[config.mk]
export PLATFORM = sky130hd
export DESIGN_NAME = jtag_sba_top
export DESIGN_NICKNAME = d
export VERILOG_FILES = /design/src/hdl/sba_pkg.sv /design/src/hdl/jtag_tap.sv /design/src/hdl/dmi_shift.sv /design/src/hdl/sba_regs.sv /design/src/hdl/sba_axil_master.sv /design/src/hdl/jtag_sba_top.sv
export VERILOG_INCLUDE_DIRS = /design/src /design/src/hdl
export SDC_FILE = /design/constraint.sdc
export NUM_CORES = 1
export LEC_CHECK = 0
export ABC_AREA = 1
export BUFFER_PORTS_ARGS = -buffer_cell sky130_fd_sc_hd__buf_2
export CORE_AREA = 2 2 172 191
export CTS_CLUSTER_DIAMETER = 150
export DETAILED_ROUTE_END_ITERATION = 10
export DIE_AREA = 0 0 174 193
export PLACE_DENSITY = 0.59
export SYNTH_ARGS = -nofsm -noshare
export SYNTH_HDL_FRONTEND = slang
export SYNTH_SLANG_ARGS = --single-unit
[constraint.sdc]
create_clock -name jtag_tck -period 10.8 [get_ports jtag_tck]
set_clock_uncertainty 0.05 [all_clocks]
set_input_delay 2.16 -clock jtag_tck [delete_from_list [all_inputs] [get_ports jtag_tck]]
set_output_delay 2.16 -clock jtag_tck [all_outputs]
set_load 0.1 [all_outputs]
[src/hdl/sba_config.svh]
// Fixed 32-bit bus and data, 5-bit IR, 7-bit DMI address; the IDCODE must keep bit 0 set
`ifndef SBA_CONFIG_SVH
`define SBA_CONFIG_SVH

// Widths
`define SBA_ADDR_W 32
`define SBA_DATA_W 32
`define JTAG_IR_W 5
`define DMI_ADDR_W 7
`define DMI_OP_W 2

// JTAG instructions
`define IR_IDCODE 5'd1
`define IR_DMI 5'd17
`define IR_BYPASS 5'd31

// DMI register map
`define DMI_SBCS 7'd56
`define DMI_SBADDR0 7'd57
`define DMI_SBDATA0 7'd60

// DMI op codes, request and response
`define DMI_OP_NOP 2'd0
`define DMI_OP_READ 2'd1
`define DMI_OP_WRITE 2'd2
`define DMI_RSP_OK 2'd0
`define DMI_RSP_BUSY 2'd3

// SBCS fields
`define SBCS_BUSYERR 22
`define SBCS_BUSY 21
`define SBCS_RDONADDR 20
`define SBCS_ACCESS 17
`define SBCS_AUTOINC 16
`define SBCS_RDONDATA 15
`define SBCS_ERR 12
`define SBA_ACCESS_32 3'd2

`define SBA_IDCODE 32'h1000_5a3d

`endif

[src/hdl/sba_pkg.sv]
// Types follow the widths in sba_config.svh; only 32-bit addresses and data are supported
`include "sba_config.svh"

package sba_pkg;

  typedef logic [`SBA_ADDR_W-1:0] sba_addr_t;
  typedef logic [`SBA_DATA_W-1:0] sba_data_t;
  typedef logic [`DMI_ADDR_W-1:0] dmi_addr_t;
  typedef logic [`DMI_OP_W-1:0] dmi_op_t;
  typedef logic [`JTAG_IR_W-1:0] ir_t;

  // IEEE 1149.1 TAP controller states
  typedef enum logic [3:0] {
    TAP_RESET,
    TAP_IDLE,
    SEL_DR,
    CAP_DR,
    SHIFT_DR,
    EXIT1_DR,
    PAUSE_DR,
    EXIT2_DR,
    UPD_DR,
    SEL_IR,
    CAP_IR,
    SHIFT_IR,
    EXIT1_IR,
    PAUSE_IR,
    EXIT2_IR,
    UPD_IR
  } tap_state_e;

  // Bus master, one transfer at a time
  typedef enum logic [1:0] {
    IDLE,
    ADDR,
    RESP
  } axil_state_e;

endpackage

[src/hdl/jtag_tap.sv]
// No TRST pin, reset_i forces Test-Logic-Reset; TDO is combinational and unknown IR codes act as BYPASS
`include "sba_config.svh"

module jtag_tap #(
  parameter sba_pkg::sba_data_t IdCode = `SBA_IDCODE
) (
  input  logic jtag_tck,
  input  logic reset_i,
  input  logic tms_i,
  input  logic tdi_i,
  input  logic dmi_tdo_i,
  output logic tdo_o,
  output logic capture_dr_o,
  output logic shift_dr_o,
  output logic update_dr_o
);

  sba_pkg::tap_state_e state_q;
  sba_pkg::tap_state_e state_d;
  sba_pkg::ir_t        ir_q;
  sba_pkg::ir_t        ir_shift_q;
  sba_pkg::sba_data_t  idcode_q;
  logic                bypass_q;
  logic                dmi_sel;

  ////////////////////
  // TAP controller
  ////////////////////

  always_comb begin
    case (state_q)
      sba_pkg::TAP_RESET: state_d = tms_i ? sba_pkg::TAP_RESET : sba_pkg::TAP_IDLE;
      sba_pkg::TAP_IDLE:  state_d = tms_i ? sba_pkg::SEL_DR : sba_pkg::TAP_IDLE;
      sba_pkg::SEL_DR:    state_d = tms_i ? sba_pkg::SEL_IR : sba_pkg::CAP_DR;
      sba_pkg::CAP_DR:    state_d = tms_i ? sba_pkg::EXIT1_DR : sba_pkg::SHIFT_DR;
      sba_pkg::SHIFT_DR:  state_d = tms_i ? sba_pkg::EXIT1_DR : sba_pkg::SHIFT_DR;
      sba_pkg::EXIT1_DR:  state_d = tms_i ? sba_pkg::UPD_DR : sba_pkg::PAUSE_DR;
      sba_pkg::PAUSE_DR:  state_d = tms_i ? sba_pkg::EXIT2_DR : sba_pkg::PAUSE_DR;
      sba_pkg::EXIT2_DR:  state_d = tms_i ? sba_pkg::UPD_DR : sba_pkg::SHIFT_DR;
      sba_pkg::SEL_IR:    state_d = tms_i ? sba_pkg::TAP_RESET : sba_pkg::CAP_IR;
      sba_pkg::CAP_IR:    state_d = tms_i ? sba_pkg::EXIT1_IR : sba_pkg::SHIFT_IR;
      sba_pkg::SHIFT_IR:  state_d = tms_i ? sba_pkg::EXIT1_IR : sba_pkg::SHIFT_IR;
      sba_pkg::EXIT1_IR:  state_d = tms_i ? sba_pkg::UPD_IR : sba_pkg::PAUSE_IR;
      sba_pkg::PAUSE_IR:  state_d = tms_i ? sba_pkg::EXIT2_IR : sba_pkg::PAUSE_IR;
      sba_pkg::EXIT2_IR:  state_d = tms_i ? sba_pkg::UPD_IR : sba_pkg::SHIFT_IR;
      // Both update states leave the same way
      default:            state_d = tms_i ? sba_pkg::SEL_DR : sba_pkg::TAP_IDLE;
    endcase
  end

  always_ff @(posedge jtag_tck) begin
    if (reset_i) begin
      state_q <= sba_pkg::TAP_RESET;
      ir_q    <= `IR_IDCODE;
    end else begin
      state_q <= state_d;
      if (state_q == sba_pkg::TAP_RESET) begin
        ir_q <= `IR_IDCODE;
      end else if (state_q == sba_pkg::UPD_IR) begin
        ir_q <= ir_shift_q;
      end
    end
  end

  ////////////////////
  // Shift registers
  ////////////////////

  always_ff @(posedge jtag_tck) begin
    case (state_q)
      // Capture pattern ends in 01 as the standard asks
      sba_pkg::CAP_IR:   ir_shift_q <= {{(`JTAG_IR_W-2){1'b0}}, 2'b01};
      sba_pkg::SHIFT_IR: ir_shift_q <= {tdi_i, ir_shift_q[`JTAG_IR_W-1:1]};
      sba_pkg::CAP_DR: begin
        idcode_q <= IdCode;
        bypass_q <= 1'b0;
      end
      sba_pkg::SHIFT_DR: begin
        idcode_q <= {tdi_i, idcode_q[`SBA_DATA_W-1:1]};
        bypass_q <= tdi_i;
      end
      default: ;
    endcase
  end

  // IR_BYPASS and every unassigned code fall to the bypass bit
  always_comb begin
    if (state_q == sba_pkg::SHIFT_IR) begin
      tdo_o = ir_shift_q[0];
    end else begin
      case (ir_q)
        `IR_IDCODE: tdo_o = idcode_q[0];
        `IR_DMI:    tdo_o = dmi_tdo_i;
        default:    tdo_o = bypass_q;
      endcase
    end
  end

  assign dmi_sel      = (ir_q == `IR_DMI);
  assign capture_dr_o = dmi_sel && (state_q == sba_pkg::CAP_DR);
  assign shift_dr_o   = dmi_sel && (state_q == sba_pkg::SHIFT_DR);
  assign update_dr_o  = dmi_sel && (state_q == sba_pkg::UPD_DR);

endmodule

[src/hdl/dmi_shift.sv]
// DMI op 3 is forwarded like any non-nop op; captured status is only ok (0) or busy (3)
`include "sba_config.svh"

module dmi_shift (
  input  logic               jtag_tck,
  input  logic               reset_i,
  input  logic               tdi_i,
  input  logic               capture_dr_i,
  input  logic               shift_dr_i,
  input  logic               update_dr_i,
  input  sba_pkg::sba_data_t dmi_rsp_data_i,
  input  logic               dmi_rsp_busy_i,
  output logic               dmi_tdo_o,
  output logic               dmi_req_valid_o,
  output sba_pkg::dmi_addr_t dmi_req_addr_o,
  output sba_pkg::dmi_op_t   dmi_req_op_o,
  output sba_pkg::sba_data_t dmi_req_data_o
);

  // Layout from LSB: op, data, address
  localparam int unsigned DmiW    = `DMI_ADDR_W + `SBA_DATA_W + `DMI_OP_W;
  localparam int unsigned DataLsb = `DMI_OP_W;
  localparam int unsigned AddrLsb = `DMI_OP_W + `SBA_DATA_W;

  logic [DmiW-1:0]    dr_q;
  sba_pkg::dmi_op_t   upd_op;
  sba_pkg::sba_data_t rsp_data_q;
  logic               rsp_busy_q;

  assign upd_op    = dr_q[`DMI_OP_W-1:0];
  assign dmi_tdo_o = dr_q[0];

  always_ff @(posedge jtag_tck) begin
    if (capture_dr_i) begin
      dr_q <= {dmi_req_addr_o, rsp_data_q, (rsp_busy_q ? `DMI_RSP_BUSY : `DMI_RSP_OK)};
    end else if (shift_dr_i) begin
      dr_q <= {tdi_i, dr_q[DmiW-1:1]};
    end
    if (update_dr_i) begin
      dmi_req_op_o   <= upd_op;
      dmi_req_data_o <= dr_q[DataLsb +: `SBA_DATA_W];
    end
  end

  always_ff @(posedge jtag_tck) begin
    if (reset_i) begin
      dmi_req_valid_o <= 1'b0;
      dmi_req_addr_o  <= '0;
      rsp_data_q      <= '0;
      rsp_busy_q      <= 1'b0;
    end else begin
      // Nop scans only read back the last result
      dmi_req_valid_o <= update_dr_i && (upd_op != `DMI_OP_NOP);
      if (update_dr_i) begin
        dmi_req_addr_o <= dr_q[AddrLsb +: `DMI_ADDR_W];
      end
      // Response arrives in the same cycle as the strobe
      if (dmi_req_valid_o) begin
        rsp_data_q <= dmi_rsp_data_i;
        rsp_busy_q <= dmi_rsp_busy_i;
      end
    end
  end

endmodule

[src/hdl/sba_regs.sv]
// 32-bit accesses only; SBADDR0 and SBDATA0 requests while busy are dropped and flag sbbusyerror
`include "sba_config.svh"

module sba_regs (
  input  logic               jtag_tck,
  input  logic               reset_i,
  input  logic               dmi_req_valid_i,
  input  sba_pkg::dmi_addr_t dmi_req_addr_i,
  input  sba_pkg::dmi_op_t   dmi_req_op_i,
  input  sba_pkg::sba_data_t dmi_req_data_i,
  output sba_pkg::sba_data_t dmi_rsp_data_o,
  output logic               dmi_rsp_busy_o,
  output logic               bus_start_o,
  output sba_pkg::sba_addr_t bus_addr_o,
  output sba_pkg::sba_data_t bus_wdata_o,
  output logic               bus_we_o,
  input  logic               bus_done_i,
  input  sba_pkg::sba_data_t bus_rdata_i,
  input  logic               bus_err_i
);

  logic busyerr_q, busy_q, sberr_q;
  logic rdonaddr_q, autoinc_q, rdondata_q;
  logic we_q;
  sba_pkg::sba_addr_t addr_q;
  sba_pkg::sba_data_t data_q;
  sba_pkg::sba_data_t sbcs;
  logic is_rd, is_wr, hit_sbcs, hit_addr, hit_data;
  logic accept, trig_wr, trig_rd, sbcs_wr;

  ////////////////////
  // Request decode
  ////////////////////

  assign is_rd    = dmi_req_valid_i && (dmi_req_op_i == `DMI_OP_READ);
  assign is_wr    = dmi_req_valid_i && (dmi_req_op_i == `DMI_OP_WRITE);
  assign hit_sbcs = (dmi_req_addr_i == `DMI_SBCS);
  assign hit_addr = (dmi_req_addr_i == `DMI_SBADDR0);
  assign hit_data = (dmi_req_addr_i == `DMI_SBDATA0);
  assign sbcs_wr  = is_wr && hit_sbcs;

  assign dmi_rsp_busy_o = dmi_req_valid_i && (hit_addr || hit_data) && busy_q;
  assign accept         = dmi_req_valid_i && (hit_addr || hit_data) && !busy_q;

  // Triggers are ignored until sbbusyerror is cleared
  assign trig_wr = accept && !busyerr_q && is_wr && hit_data;
  assign trig_rd = accept && !busyerr_q &&
                   ((is_wr && hit_addr && rdonaddr_q) || (is_rd && hit_data && rdondata_q));

  always_comb begin
    sbcs = '0;
    sbcs[`SBCS_BUSYERR] = busyerr_q;
    sbcs[`SBCS_BUSY] = busy_q;
    sbcs[`SBCS_RDONADDR] = rdonaddr_q;
    sbcs[`SBCS_ACCESS +: 3] = `SBA_ACCESS_32;
    sbcs[`SBCS_AUTOINC] = autoinc_q;
    sbcs[`SBCS_RDONDATA] = rdondata_q;
    sbcs[`SBCS_ERR] = sberr_q;
    if (hit_sbcs) dmi_rsp_data_o = sbcs;
    else if (hit_addr) dmi_rsp_data_o = addr_q;
    else if (hit_data) dmi_rsp_data_o = data_q;
    else dmi_rsp_data_o = '0;
  end

  ////////////////////
  // Status and start
  ////////////////////

  always_ff @(posedge jtag_tck) begin
    if (reset_i) begin
      busyerr_q   <= 1'b0;
      busy_q      <= 1'b0;
      sberr_q     <= 1'b0;
      rdonaddr_q  <= 1'b0;
      autoinc_q   <= 1'b0;
      rdondata_q  <= 1'b0;
      bus_start_o <= 1'b0;
    end else begin
      bus_start_o <= trig_wr || trig_rd;
      if (trig_wr || trig_rd) begin
        busy_q <= 1'b1;
      end else if (bus_done_i) begin
        busy_q <= 1'b0;
      end
      // Error bits are write-one-to-clear, a new error wins
      if (dmi_rsp_busy_o) begin
        busyerr_q <= 1'b1;
      end else if (sbcs_wr && dmi_req_data_i[`SBCS_BUSYERR]) begin
        busyerr_q <= 1'b0;
      end
      if (bus_done_i && bus_err_i) begin
        sberr_q <= 1'b1;
      end else if (sbcs_wr && dmi_req_data_i[`SBCS_ERR]) begin
        sberr_q <= 1'b0;
      end
      if (sbcs_wr) begin
        rdonaddr_q <= dmi_req_data_i[`SBCS_RDONADDR];
        autoinc_q  <= dmi_req_data_i[`SBCS_AUTOINC];
        rdondata_q <= dmi_req_data_i[`SBCS_RDONDATA];
      end
    end
  end

  // Address and data stay put while busy, so the bus sees them stable
  always_ff @(posedge jtag_tck) begin
    if (trig_wr || trig_rd) begin
      we_q <= trig_wr;
    end
    if (accept && is_wr && hit_addr) begin
      addr_q <= dmi_req_data_i;
    end else if (bus_done_i && autoinc_q) begin
      addr_q <= addr_q + sba_pkg::sba_addr_t'(4);
    end
    if (accept && is_wr && hit_data) begin
      data_q <= dmi_req_data_i;
    end else if (bus_done_i && !we_q) begin
      data_q <= bus_rdata_i;
    end
  end

  assign bus_addr_o  = addr_q;
  assign bus_wdata_o = data_q;
  assign bus_we_o    = we_q;

endmodule

[src/hdl/sba_axil_master.sv]
// Single outstanding AXI4-Lite transfer, full-word strobes, any non-OKAY response is an error
module sba_axil_master (
  input  logic               jtag_tck,
  input  logic               reset_i,
  input  logic               bus_start_i,
  input  logic               bus_we_i,
  input  sba_pkg::sba_addr_t bus_addr_i,
  input  sba_pkg::sba_data_t bus_wdata_i,
  output logic               bus_done_o,
  output logic               bus_err_o,
  output sba_pkg::sba_data_t bus_rdata_o,
  output logic               m_awvalid_o,
  input  logic               m_awready_i,
  output sba_pkg::sba_addr_t m_awaddr_o,
  output logic               m_wvalid_o,
  input  logic               m_wready_i,
  output sba_pkg::sba_data_t m_wdata_o,
  output logic [3:0]         m_wstrb_o,
  input  logic               m_bvalid_i,
  output logic               m_bready_o,
  input  logic [1:0]         m_bresp_i,
  output logic               m_arvalid_o,
  input  logic               m_arready_i,
  output sba_pkg::sba_addr_t m_araddr_o,
  input  logic               m_rvalid_i,
  output logic               m_rready_o,
  input  sba_pkg::sba_data_t m_rdata_i,
  input  logic [1:0]         m_rresp_i
);

  sba_pkg::axil_state_e state_q;
  logic               we_q;
  sba_pkg::sba_addr_t addr_q;
  sba_pkg::sba_data_t wdata_q;
  logic               aw_left, w_left, ar_left;
  logic               resp_fire;

  // Channels still waiting for ready after this edge
  assign aw_left   = m_awvalid_o && !m_awready_i;
  assign w_left    = m_wvalid_o && !m_wready_i;
  assign ar_left   = m_arvalid_o && !m_arready_i;
  assign resp_fire = we_q ? (m_bvalid_i && m_bready_o) : (m_rvalid_i && m_rready_o);

  always_ff @(posedge jtag_tck) begin
    if (reset_i) begin
      state_q     <= sba_pkg::IDLE;
      m_awvalid_o <= 1'b0;
      m_wvalid_o  <= 1'b0;
      m_arvalid_o <= 1'b0;
      bus_done_o  <= 1'b0;
      bus_err_o   <= 1'b0;
    end else begin
      bus_done_o <= 1'b0;
      case (state_q)
        sba_pkg::IDLE: begin
          if (bus_start_i) begin
            m_awvalid_o <= bus_we_i;
            m_wvalid_o  <= bus_we_i;
            m_arvalid_o <= !bus_we_i;
            state_q     <= sba_pkg::ADDR;
          end
        end
        sba_pkg::ADDR: begin
          m_awvalid_o <= aw_left;
          m_wvalid_o  <= w_left;
          m_arvalid_o <= ar_left;
          if (!aw_left && !w_left && !ar_left) begin
            state_q <= sba_pkg::RESP;
          end
        end
        sba_pkg::RESP: begin
          if (resp_fire) begin
            bus_done_o <= 1'b1;
            bus_err_o  <= (we_q ? m_bresp_i : m_rresp_i) != 2'b00;
            state_q    <= sba_pkg::IDLE;
          end
        end
        default: state_q <= sba_pkg::IDLE;
      endcase
    end
  end

  always_ff @(posedge jtag_tck) begin
    if (state_q == sba_pkg::IDLE && bus_start_i) begin
      we_q    <= bus_we_i;
      addr_q  <= bus_addr_i;
      wdata_q <= bus_wdata_i;
    end
    if (!we_q && resp_fire) begin
      bus_rdata_o <= m_rdata_i;
    end
  end

  assign m_awaddr_o = addr_q;
  assign m_araddr_o = addr_q;
  assign m_wdata_o  = wdata_q;
  assign m_wstrb_o  = 4'hf;
  assign m_bready_o = (state_q == sba_pkg::RESP) && we_q;
  assign m_rready_o = (state_q == sba_pkg::RESP) && !we_q;

endmodule

[src/hdl/jtag_sba_top.sv]
// Everything runs on jtag_tck, so the AXI4-Lite slave must share that clock; IdCode bit 0 must be 1
`include "sba_config.svh"

module jtag_sba_top #(
  parameter sba_pkg::sba_data_t IdCode = `SBA_IDCODE
) (
  input  logic               jtag_tck,
  input  logic               reset_i,
  input  logic               jtag_tms_i,
  input  logic               jtag_tdi_i,
  output logic               jtag_tdo_o,
  output logic               m_awvalid_o,
  input  logic               m_awready_i,
  output sba_pkg::sba_addr_t m_awaddr_o,
  output logic               m_wvalid_o,
  input  logic               m_wready_i,
  output sba_pkg::sba_data_t m_wdata_o,
  output logic [3:0]         m_wstrb_o,
  input  logic               m_bvalid_i,
  output logic               m_bready_o,
  input  logic [1:0]         m_bresp_i,
  output logic               m_arvalid_o,
  input  logic               m_arready_i,
  output sba_pkg::sba_addr_t m_araddr_o,
  input  logic               m_rvalid_i,
  output logic               m_rready_o,
  input  sba_pkg::sba_data_t m_rdata_i,
  input  logic [1:0]         m_rresp_i
);

  logic               dmi_tdo, capture_dr, shift_dr, update_dr;
  logic               dmi_req_valid, dmi_rsp_busy;
  sba_pkg::dmi_addr_t dmi_req_addr;
  sba_pkg::dmi_op_t   dmi_req_op;
  sba_pkg::sba_data_t dmi_req_data, dmi_rsp_data;
  logic               bus_start, bus_we, bus_done, bus_err;
  sba_pkg::sba_addr_t bus_addr;
  sba_pkg::sba_data_t bus_wdata, bus_rdata;

  jtag_tap #(
    .IdCode(IdCode)
  ) u_tap (
    .jtag_tck    (jtag_tck),
    .reset_i     (reset_i),
    .tms_i       (jtag_tms_i),
    .tdi_i       (jtag_tdi_i),
    .dmi_tdo_i   (dmi_tdo),
    .tdo_o       (jtag_tdo_o),
    .capture_dr_o(capture_dr),
    .shift_dr_o  (shift_dr),
    .update_dr_o (update_dr)
  );

  dmi_shift u_dmi (
    .jtag_tck       (jtag_tck),
    .reset_i        (reset_i),
    .tdi_i          (jtag_tdi_i),
    .capture_dr_i   (capture_dr),
    .shift_dr_i     (shift_dr),
    .update_dr_i    (update_dr),
    .dmi_rsp_data_i (dmi_rsp_data),
    .dmi_rsp_busy_i (dmi_rsp_busy),
    .dmi_tdo_o      (dmi_tdo),
    .dmi_req_valid_o(dmi_req_valid),
    .dmi_req_addr_o (dmi_req_addr),
    .dmi_req_op_o   (dmi_req_op),
    .dmi_req_data_o (dmi_req_data)
  );

  sba_regs u_regs (
    .jtag_tck       (jtag_tck),
    .reset_i        (reset_i),
    .dmi_req_valid_i(dmi_req_valid),
    .dmi_req_addr_i (dmi_req_addr),
    .dmi_req_op_i   (dmi_req_op),
    .dmi_req_data_i (dmi_req_data),
    .dmi_rsp_data_o (dmi_rsp_data),
    .dmi_rsp_busy_o (dmi_rsp_busy),
    .bus_start_o    (bus_start),
    .bus_addr_o     (bus_addr),
    .bus_wdata_o    (bus_wdata),
    .bus_we_o       (bus_we),
    .bus_done_i     (bus_done),
    .bus_rdata_i    (bus_rdata),
    .bus_err_i      (bus_err)
  );

  // AXI4-Lite ports share their names with the top ports
  sba_axil_master u_master (
    .bus_start_i(bus_start),
    .bus_we_i   (bus_we),
    .bus_addr_i (bus_addr),
    .bus_wdata_i(bus_wdata),
    .bus_done_o (bus_done),
    .bus_err_o  (bus_err),
    .bus_rdata_o(bus_rdata),
    .*
  );

endmodule

### Yosys cells after proc, flatten, opt, wreduce, memory -nomap -nowiden

Index checks and enable logic that the tools add are counted.

* register bits: 339
* input port bits: 45

* $add $sub $neg: 1
* equality and inequality tests: 26
* mux-type cells: 46
* bitwise gates (word level): 1
* reduce and logical (&&, ||, !) cells: 70

Operator list (count)
* $mux 32: 7
* $mux 41: 2
* $pmux 32 s2: 1
* $pmux 4 s11: 1
* $logic_and 1x1->1: 37
* $add 32x3->32 const B: 1
* $eq 4x4->1 const B: 8
* $reduce_bool 2->1: 11
* $eq 7x6->1 const B: 3
* $eq 4x3->1 const B: 4
* $mux 2: 8
* $mux 4: 4
* $mux 1: 14
* $logic_not 1->1: 10
* $pmux 1 s2: 5
* $pmux 5 s2: 1
* $eq 4x2->1 const B: 2
* $reduce_or 2->1: 4
* $mux 3: 2
* $pmux 2 s3: 1
* $eq 5x1->1 const B: 1
* $eq 5x5->1 const B: 1
* $eq 2x1->1 const B: 2
* $eq 2x2->1 const B: 2
* 8 further kinds: 12

### Longest topological paths before layout

Gate-level depths: netlist of the first run.

* word-level depth: 9
* mapped depth: 11
* mapped depth without buffers: 11

### Hierarchy

Synthesis of the first run repeated with hierarchy kept, for this count alone.

* cells, all modules: 1433
* area total of the unflattened synthesis: 14542.7 um^2

By module, submodules not included
* sba_regs: times used 1, cells each 558, area an instance 4485.6 um^2, seq. area each 2092.0 um^2
* dmi_shift: times used 1, cells each 457, area an instance 4413.0 um^2, seq. area each 3072.9 um^2
* sba_axil_master: times used 1, cells each 195, area an instance 3578.4 um^2, seq. area each 3052.9 um^2
* jtag_tap: times used 1, cells each 223, area an instance 2065.7 um^2, seq. area each 1321.3 um^2

### Worst setup path before layout of the first run

Ideal clock, no wire load.

* path kind: reg2reg
* from: register u_master.state_q[1]
* to: register u_master.state_q[0]
* library setup time: 0.076 ns
* data arrival time: 5.518 ns
* required time: 10.674 ns
* setup slack: 5.156 ns
* cell stages (with the launch flop): 4
* period minus slack after synthesis: 5.644 ns
* cells stage by stage: dfxtp_1 > nor3_1 > o21ai_0 > inv_1

* longest elaborated chain between the ends: 6
* elaborated cells on any way between the ends: 13
* classes of those cells: eq/ne (5); mux (2); reduce/logical (6)

RTL lines
* from (decl): RTL line sba_axil_master.sv:31 `sba_pkg::axil_state_e state_q;`
* from (signal assigned): RTL line sba_axil_master.sv:46 `state_q <= sba_pkg::IDLE;`
* from (signal assigned): RTL line sba_axil_master.sv:60 `state_q <= sba_pkg::ADDR;`
* from (signal assigned): RTL line sba_axil_master.sv:68 `state_q <= sba_pkg::RESP;`
* $eq 2x2->1: RTL line sba_axil_master.sv:54, sba_axil_master.sv:98, sba_axil_master.sv:99
* $logic_and 1x1->1, on equally long branches: RTL line sba_axil_master.sv:99, sba_axil_master.sv:98
* $logic_and 1x1->1: RTL line sba_axil_master.sv:42 `assign resp_fire = we_q ? (m_bvalid_i && m_bready_o) : (m_rvalid_i && m_rready_o);`
* $mux 1: RTL line sba_axil_master.sv:42
* $ne 2x1->1 (no source line)
* $reduce_and 3->1 (no source line)

Parallel ways exist; a longest one is shown, timed or not.
A chain may end at the register's enable or synchronous reset.

### Worst setup path after layout of the first run

* from: register u_tap.ir_q[1]
* to: output jtag_tdo_o

* longest elaborated chain between the ends: 3
* elaborated cells on any way between the ends: 4
* classes of those cells: eq/ne (2); mux (2)

RTL lines
* from (decl): RTL line jtag_tap.sv:20 `sba_pkg::ir_t ir_q;`
* from (signal assigned): RTL line jtag_tap.sv:54 `` ir_q <= `IR_IDCODE; ``
* from (signal assigned): RTL line jtag_tap.sv:58 `` ir_q <= `IR_IDCODE; ``
* from (signal assigned): RTL line jtag_tap.sv:60 `ir_q <= ir_shift_q;`
* $eq 5x5->1 / $eq 5x1->1 (equally long branches): RTL line jtag_tap.sv:91 `case (ir_q)`
* $pmux 1 s2 *: RTL line jtag_tap.sv:91
* $mux 1 *: RTL line jtag_tap.sv:88 `if (state_q == sba_pkg::SHIFT_IR) begin`
* to (decl): RTL line jtag_sba_top.sv:11 `output logic jtag_tdo_o,`

Every way passes the cells marked *; elsewhere a longest branch is shown, timed or not.

==> results of run 1 <==
cells by family (layout without fill, tap and decap cells):
logic type	Yosys count	after routing	share of synthesized area
flip-flops	339	339	0.680
adder cells (fa/ha/maj)	1	1	0.000892
AND/OR/NAND/NOR	504	504	0.151
other	1	4	0.000267
multiplexers	29	29	0.0233
XOR/XNOR	16	16	0.00999
AO/OA/AOI/OAI	168	168	0.0656
buffers and inverters	199	343	0.0687
layer usage:
layer / vias to the layer above / part of all wire / GRT usage
met5: - / 0 / 0
met4: 0 / 0.027 / 0.0640
met3: 57 / 0.061 / 0.0278
met2: 327 / 0.46 / 0.310
met1: 4359 / 0.45 / 0.267
li1: 4481 / - / -
registers in the layout (all words and copies together) (netlist names), 2 cells and up:
signal / flops
u_dmi.dmi_req_addr_o: 7
u_dmi.dmi_req_data_o: 32
u_dmi.dmi_req_op_o: 2
u_dmi.dr_q: 41
u_dmi.rsp_data_q: 32
u_master.bus_rdata_o: 32
u_master.m_araddr_o: 32
u_master.m_wdata_o: 32
u_master.state_q: 2
u_regs.bus_addr_o: 32
u_regs.bus_wdata_o: 32
u_tap.idcode_q: 32
u_tap.ir_q: 5
u_tap.ir_shift_q: 5
u_tap.state_q: 4
layout make-up:
cell class,instances,area (sq um),share of cell area
clock buffer,41,951,0.0592
clock inverter,21,168,0.0104
timing repair buffer,158,821,0.0511
multi-input combinational,722,3580,0.223
tap,426,533,0.0332
inverter,123,462,0.0288
sequential,339,9540,0.594
where the power goes:
| group | switching [mW] | leakage (nW) | total, mW | internal [mW] |
|---|---|---|---|---|
| registers | 0.00606 | 2.86 | 1.42 | 1.41 |
| logic | 0.0494 | 2.84 | 0.0684 | 0.0190 |
| clock network | 0.488 | 0.534 | 1.17 | 0.680 |
| total | 0.543 | 6.23 | 2.66 | 2.11 |
worst paths after layout:
path | startpoint | endpoint | slack [ns] | cells past startpoint
hold reg to reg | u_dmi.dr_q[30] | u_dmi.dmi_req_data_o[28] | 0.39 | 0
setup / recovery | u_tap.ir_q[1] | jtag_tdo_o | 6.59 | 6
hold / removal | u_dmi.dr_q[30] | u_dmi.dmi_req_data_o[28] | 0.39 | 0
setup reg to reg | u_dmi.dmi_req_addr_o[5] | u_regs.bus_wdata_o[30] | 7.43 | 9
through the flow:
stage	worst slack (ns)	util	instances	power (mW)	hold WS, ns
after floorplan	5.16	-	1260	1.49	0.370
after global placement	6.87	0.470	1768	1.52	0.378
after detailed placement	6.84	0.470	1768	1.52	0.381
after CTS	6.57	0.505	1830	2.69	0.395
after global routing	6.45	0.505	1830	2.74	0.403
final	6.59	0.505	1830	2.66	0.390
worst max-delay path, cell delays in order, from the launching register on:
cell     delay, ns
dfxtp_1       0.31
nor2_1        0.10
nand3_1       0.13
nor2_1        0.19
nand2_1       0.09
a41oi_1       0.21
buf_2         0.47
placed cells by master (no fill, tap or decap), types with 4 or more instances in the layout:
cell type   instances
o211ai_1            8
clkinv_1            9
or2_2              14
nor2_1            111
inv_1             114
a41oi_1             4
clkinvlp_4          5
edfxtp_1          275
o21ai_1            30
nand4_1             8
buf_2             146
nand2_1           287
nand3_1            53
nand2_2             4
a22o_1              4
o21ai_0            48
inv_2               8
nor3_1             14
conb_1              4
mux2_2             29
a21oi_1            61
buf_4              12
clkinv_2            4
xor2_1             15
dfxtp_1            64
clkbuf_16          37
==> reports/summary.txt, run 1 <==
Die ar. = 33600 sq um
Async S/R FF share, synth = 0
largest net degree at the start of global routing = 69
top cell type's share of synthesized area = 0.589
Worst Path Max Fanout = 3
Die Y = 193 microns
WL/cell = 17.6 microns
Final Instance Area = 16100 sq um
Main synth FF type = edfxtp_1
first-pass GRT wire length = 49200 microns
Residual DRC = 0
max_cap viols = 0
share of layout cells above drive strength 1 = 0.198
fillers = 2919
CP Class = flip-flop to primary output
endpoints failing hold = 0
Worst Tran Pin Value = 1.01 ns
register area share after synthesis = 0.680
Data required, critical path = 8.59 ns
PortBufs = 146
Slew HR = 0.325
post-CTS setup buffer count = 0
Die Width = 174 microns
drt initial violations = 711
Seq cells post-synth = 339
# rows = 69
Tmin final = 4.21 ns
Post-synth top cells = nand2_1, edfxtp_1, inv_1, nor2_1, dfxtp_1
CP endpoint kind = primary output
Final setup violation count = 0
Post-synth EDFFs = 275
# resized after CTS = 0
setup tns final = 0 ns
vias = 9224
1st-pass router iterations = 5
vias in the first global route = 8684
H-tree Lvls = 2
hold crit path type = flip-flop to flip-flop
most frequent cell after synthesis = nand2_1
area growth from synthesis to layout = 14.4%
aggregate routed wire length = 32200 microns
clock slew at reported path FFs = 0.06 ns
final period utilization = 0.390
cts bufs inserted = 35
Post-Synthesis Cells = 1257
Cell Pwr Density = 165 nW/um^2
DR vias/cell = 5.04
gpl congestion = 0.921
Synth area leader = edfxtp_1
Starting Density = 0.442
Root Driver = clkbuf_16
critical path startpoint category = flip-flop
Ports = 151
GRT Util Overall = 0.191
Post-Syn Area = 14000 sq um
maximum vdd drop = 101 uV
Hold Buf Count CTS = 0
Lkg Pwr = 6.23 nW
unrepaired setup endpoints after global routing = no
status = complete, no violations
initial antenna violation count = 0
core box area = 31800 sq um
fmax = 238 MHz
Clock Latency Late Sink = 0.51 ns
hpwl dp = 21500 microns
max-slew violations = 0
TritonCTS Sinks = 339
fin nets = 1425
Synth area leaders = edfxtp_1, dfxtp_1, nand2_1
clk buf depth = 3
Post-DP Area = 14900 sq um
Routed Antenna Nets = 0
Synth Warn # = 0
Avg Cell Area, Syn = 11.2 sq um
grt ovf = 0
CP arrival = 2.00 ns
Antenna diodes = 0
CTS tree = yes
number of library cell types mapped by synthesis = 44
(Power assumes the default switching activity.)
==> run 2, diff against run 1 <==
Clock period 10.8 ns to 4.1 ns, I/O delays scaled along.
==> run 2 against run 1 <==
  * Wire length is 1.9% lower
  * Via count is 0.21% lower
  * Sequential share of layout area is 0.34 points lower
  * Clock-buffer cell count is 9 higher
  * Critical path depth is 1 lower
  * Worst setup slack worse by 5.4 ns
  * Die area stayed put
  * Total power grew to 2.7 times the previous value
  * Design area is 0.57% higher
  * Core utilization is 0.29 points higher
  * Critical path type unchanged
  * Largest cell class unchanged
==> reports/summary.txt, run 2 (synthesis results as in run 1) <==
Slew HR = 0.315 (-0.00959)
TritonCTS Sinks = 339 (unchanged)
DR vias/cell = 5.01 (-0.53%)
Cell Pwr Density = 437 nW/um^2 (+160%)
share of layout cells above drive strength 1 = 0.198 (about the same)
multi-input gate area in the final layout = 3590 sq um (+0.35%)
grt ovf = 0 (unchanged)
Largest Register = u_dmi.dr_q
Die Y = 193 microns (unchanged)
gpl congestion = 0.879 (-4.6%)
Routed Antenna Nets = 0 (unchanged)
Hold Buf Count CTS = 0 (unchanged)
cts bufs inserted = 36 (+2.9%)
post-CTS setup buffer count = 0 (unchanged)
dpl ws = 1.27 ns (-5.57 ns)
# rows = 69 (unchanged)
post-layout util = 0.508 (+0.00287)
Clock Latency Late Sink = 0.52 ns (about the same)
number of flip-flops in the largest register = 41 (unchanged)
CP arrival = 2.02 ns (+0.02 ns)
area growth from synthesis to layout = 15.1%
Worst Tran Pin Value = 1.02 ns (+0.0143 ns)
drt initial violations = 704 (-0.98%)
vias in the first global route = 8628 (-0.64%)
max-slew violations = 0 (unchanged)
fillers = 2912 (-0.24%)
Sequential Area = 9540 sq um (unchanged)
CTS tree = yes
Antenna diodes = 0 (unchanged)
Die ar. = 33600 sq um (unchanged)
Non-Filler Instances = 1836 (+0.33%)
vias = 9205 (-0.21%)
H-tree Lvls = 2 (unchanged)
Final Instance Area = 16100 sq um (+0.57%)
Final setup violation count = 0 (unchanged)
CP endpoint kind = primary output
1st-pass router iterations = 5 (unchanged)
CP Class = flip-flop to primary output
fmax = 347 MHz
initial antenna violation count = 0 (unchanged)
endpoints failing hold = 0 (unchanged)
hold crit path type = flip-flop to flip-flop
WL/cell = 17.2 microns (-2.2%)
maximum vdd drop = 310 uV (+210%)
final period utilization = 0.704
setup tns final = 0 ns (unchanged)
clock slew at reported path FFs = 0.06 ns (about the same)
commonest non-fill, non-tap cells in the layout = nand2_1, edfxtp_1, buf_2
Lkg Pwr = 6.28 nW (+0.84%)
hpwl dp = 21800 microns (+1.3%)
Ports = 151 (unchanged)
most common cell after layout, fill and taps aside = nand2_1
# resized after CTS = 0 (unchanged)
Root Driver = clkbuf_16
largest net degree at the start of global routing = 65 (-5.8%)
critical path startpoint category = flip-flop
Residual DRC = 0 (unchanged)
aggregate routed wire length = 31600 microns (-1.9%)
Power, Total = 7.06 mW (+170%)
Tmin final = 2.89 ns
Die Width = 174 microns (unchanged)
unrepaired setup endpoints after global routing = no
Post-DP Area = 15000 sq um (+0.54%)
placed cells = 1772 (+0.23%)
GRT Util Overall = 0.189 (-0.00276)
max_cap viols = 0 (unchanged)
fin nets = 1430 (+0.35%)
clk buf depth = 3 (unchanged)
core box area = 31800 sq um (unchanged)
Starting Density = 0.442 (unchanged)
first-pass GRT wire length = 48700 microns (-1.0%)
Hold Slack = 0.394 ns (+0.00370 ns)
PortBufs = 146 (unchanged)
final worst-path setup slack = 1.21 ns (-5.38 ns)
status = complete, no violations
Worst Path Max Fanout = 7 (+4)
Data required, critical path = 3.23 ns (-5.36 ns)
run 2: changes by cell type in the layout (fill, tap and decap cells not counted), sizes merged:
cell      change
clkinv        -3
buf           +4
clkbuf        +9
clkinvlp      -5
bufinv        +1
run 2: final timing paths:
check                                        startpoint                  endpoint  slack, ns  cells after the start
worst min-delay path                     u_dmi.dr_q[28]  u_dmi.dmi_req_data_o[26]       0.39                      0
worst min register to register           u_dmi.dr_q[28]  u_dmi.dmi_req_data_o[26]       0.39                      0
worst max-delay path                   u_tap.state_q[1]                jtag_tdo_o       1.21                      5
worst max register to register  u_dmi.dmi_req_addr_o[2]    u_regs.bus_wdata_o[28]       1.24                     11
run 2: cell type report:
cell class,instances,share of cell area
clock buffers,50,0.0610
inverters,123,0.0286
flip-flops and latches,339,0.591
multi-input cells,722,0.222
repair buffers,162,0.0550
well taps,426,0.0330
clock inverters,14,0.00899
run 2: worst max-delay path, stage by stage, from the launching register on:
cell and delay [ns]:
dfxtp_1 0.42, nand2_1 0.12, nor2_1 0.13, inv_1 0.13, a41oi_1 0.24, buf_2 0.46
run 2: routing by layer:
metal	up-vias	share of wire	GRT usage
met3	53	0.074	0.0394
met2	302	0.44	0.296
li1	4483	-	-
met4	0	0.032	0.0695
met5	-	0	0
met1	4367	0.45	0.261
run 2: power breakdown:
part	switching [mW]	leakage, nW	internal, mW
logic	0.121	2.87	0.0507
registers	0.0164	2.86	3.72
clock network	1.28	0.556	1.87
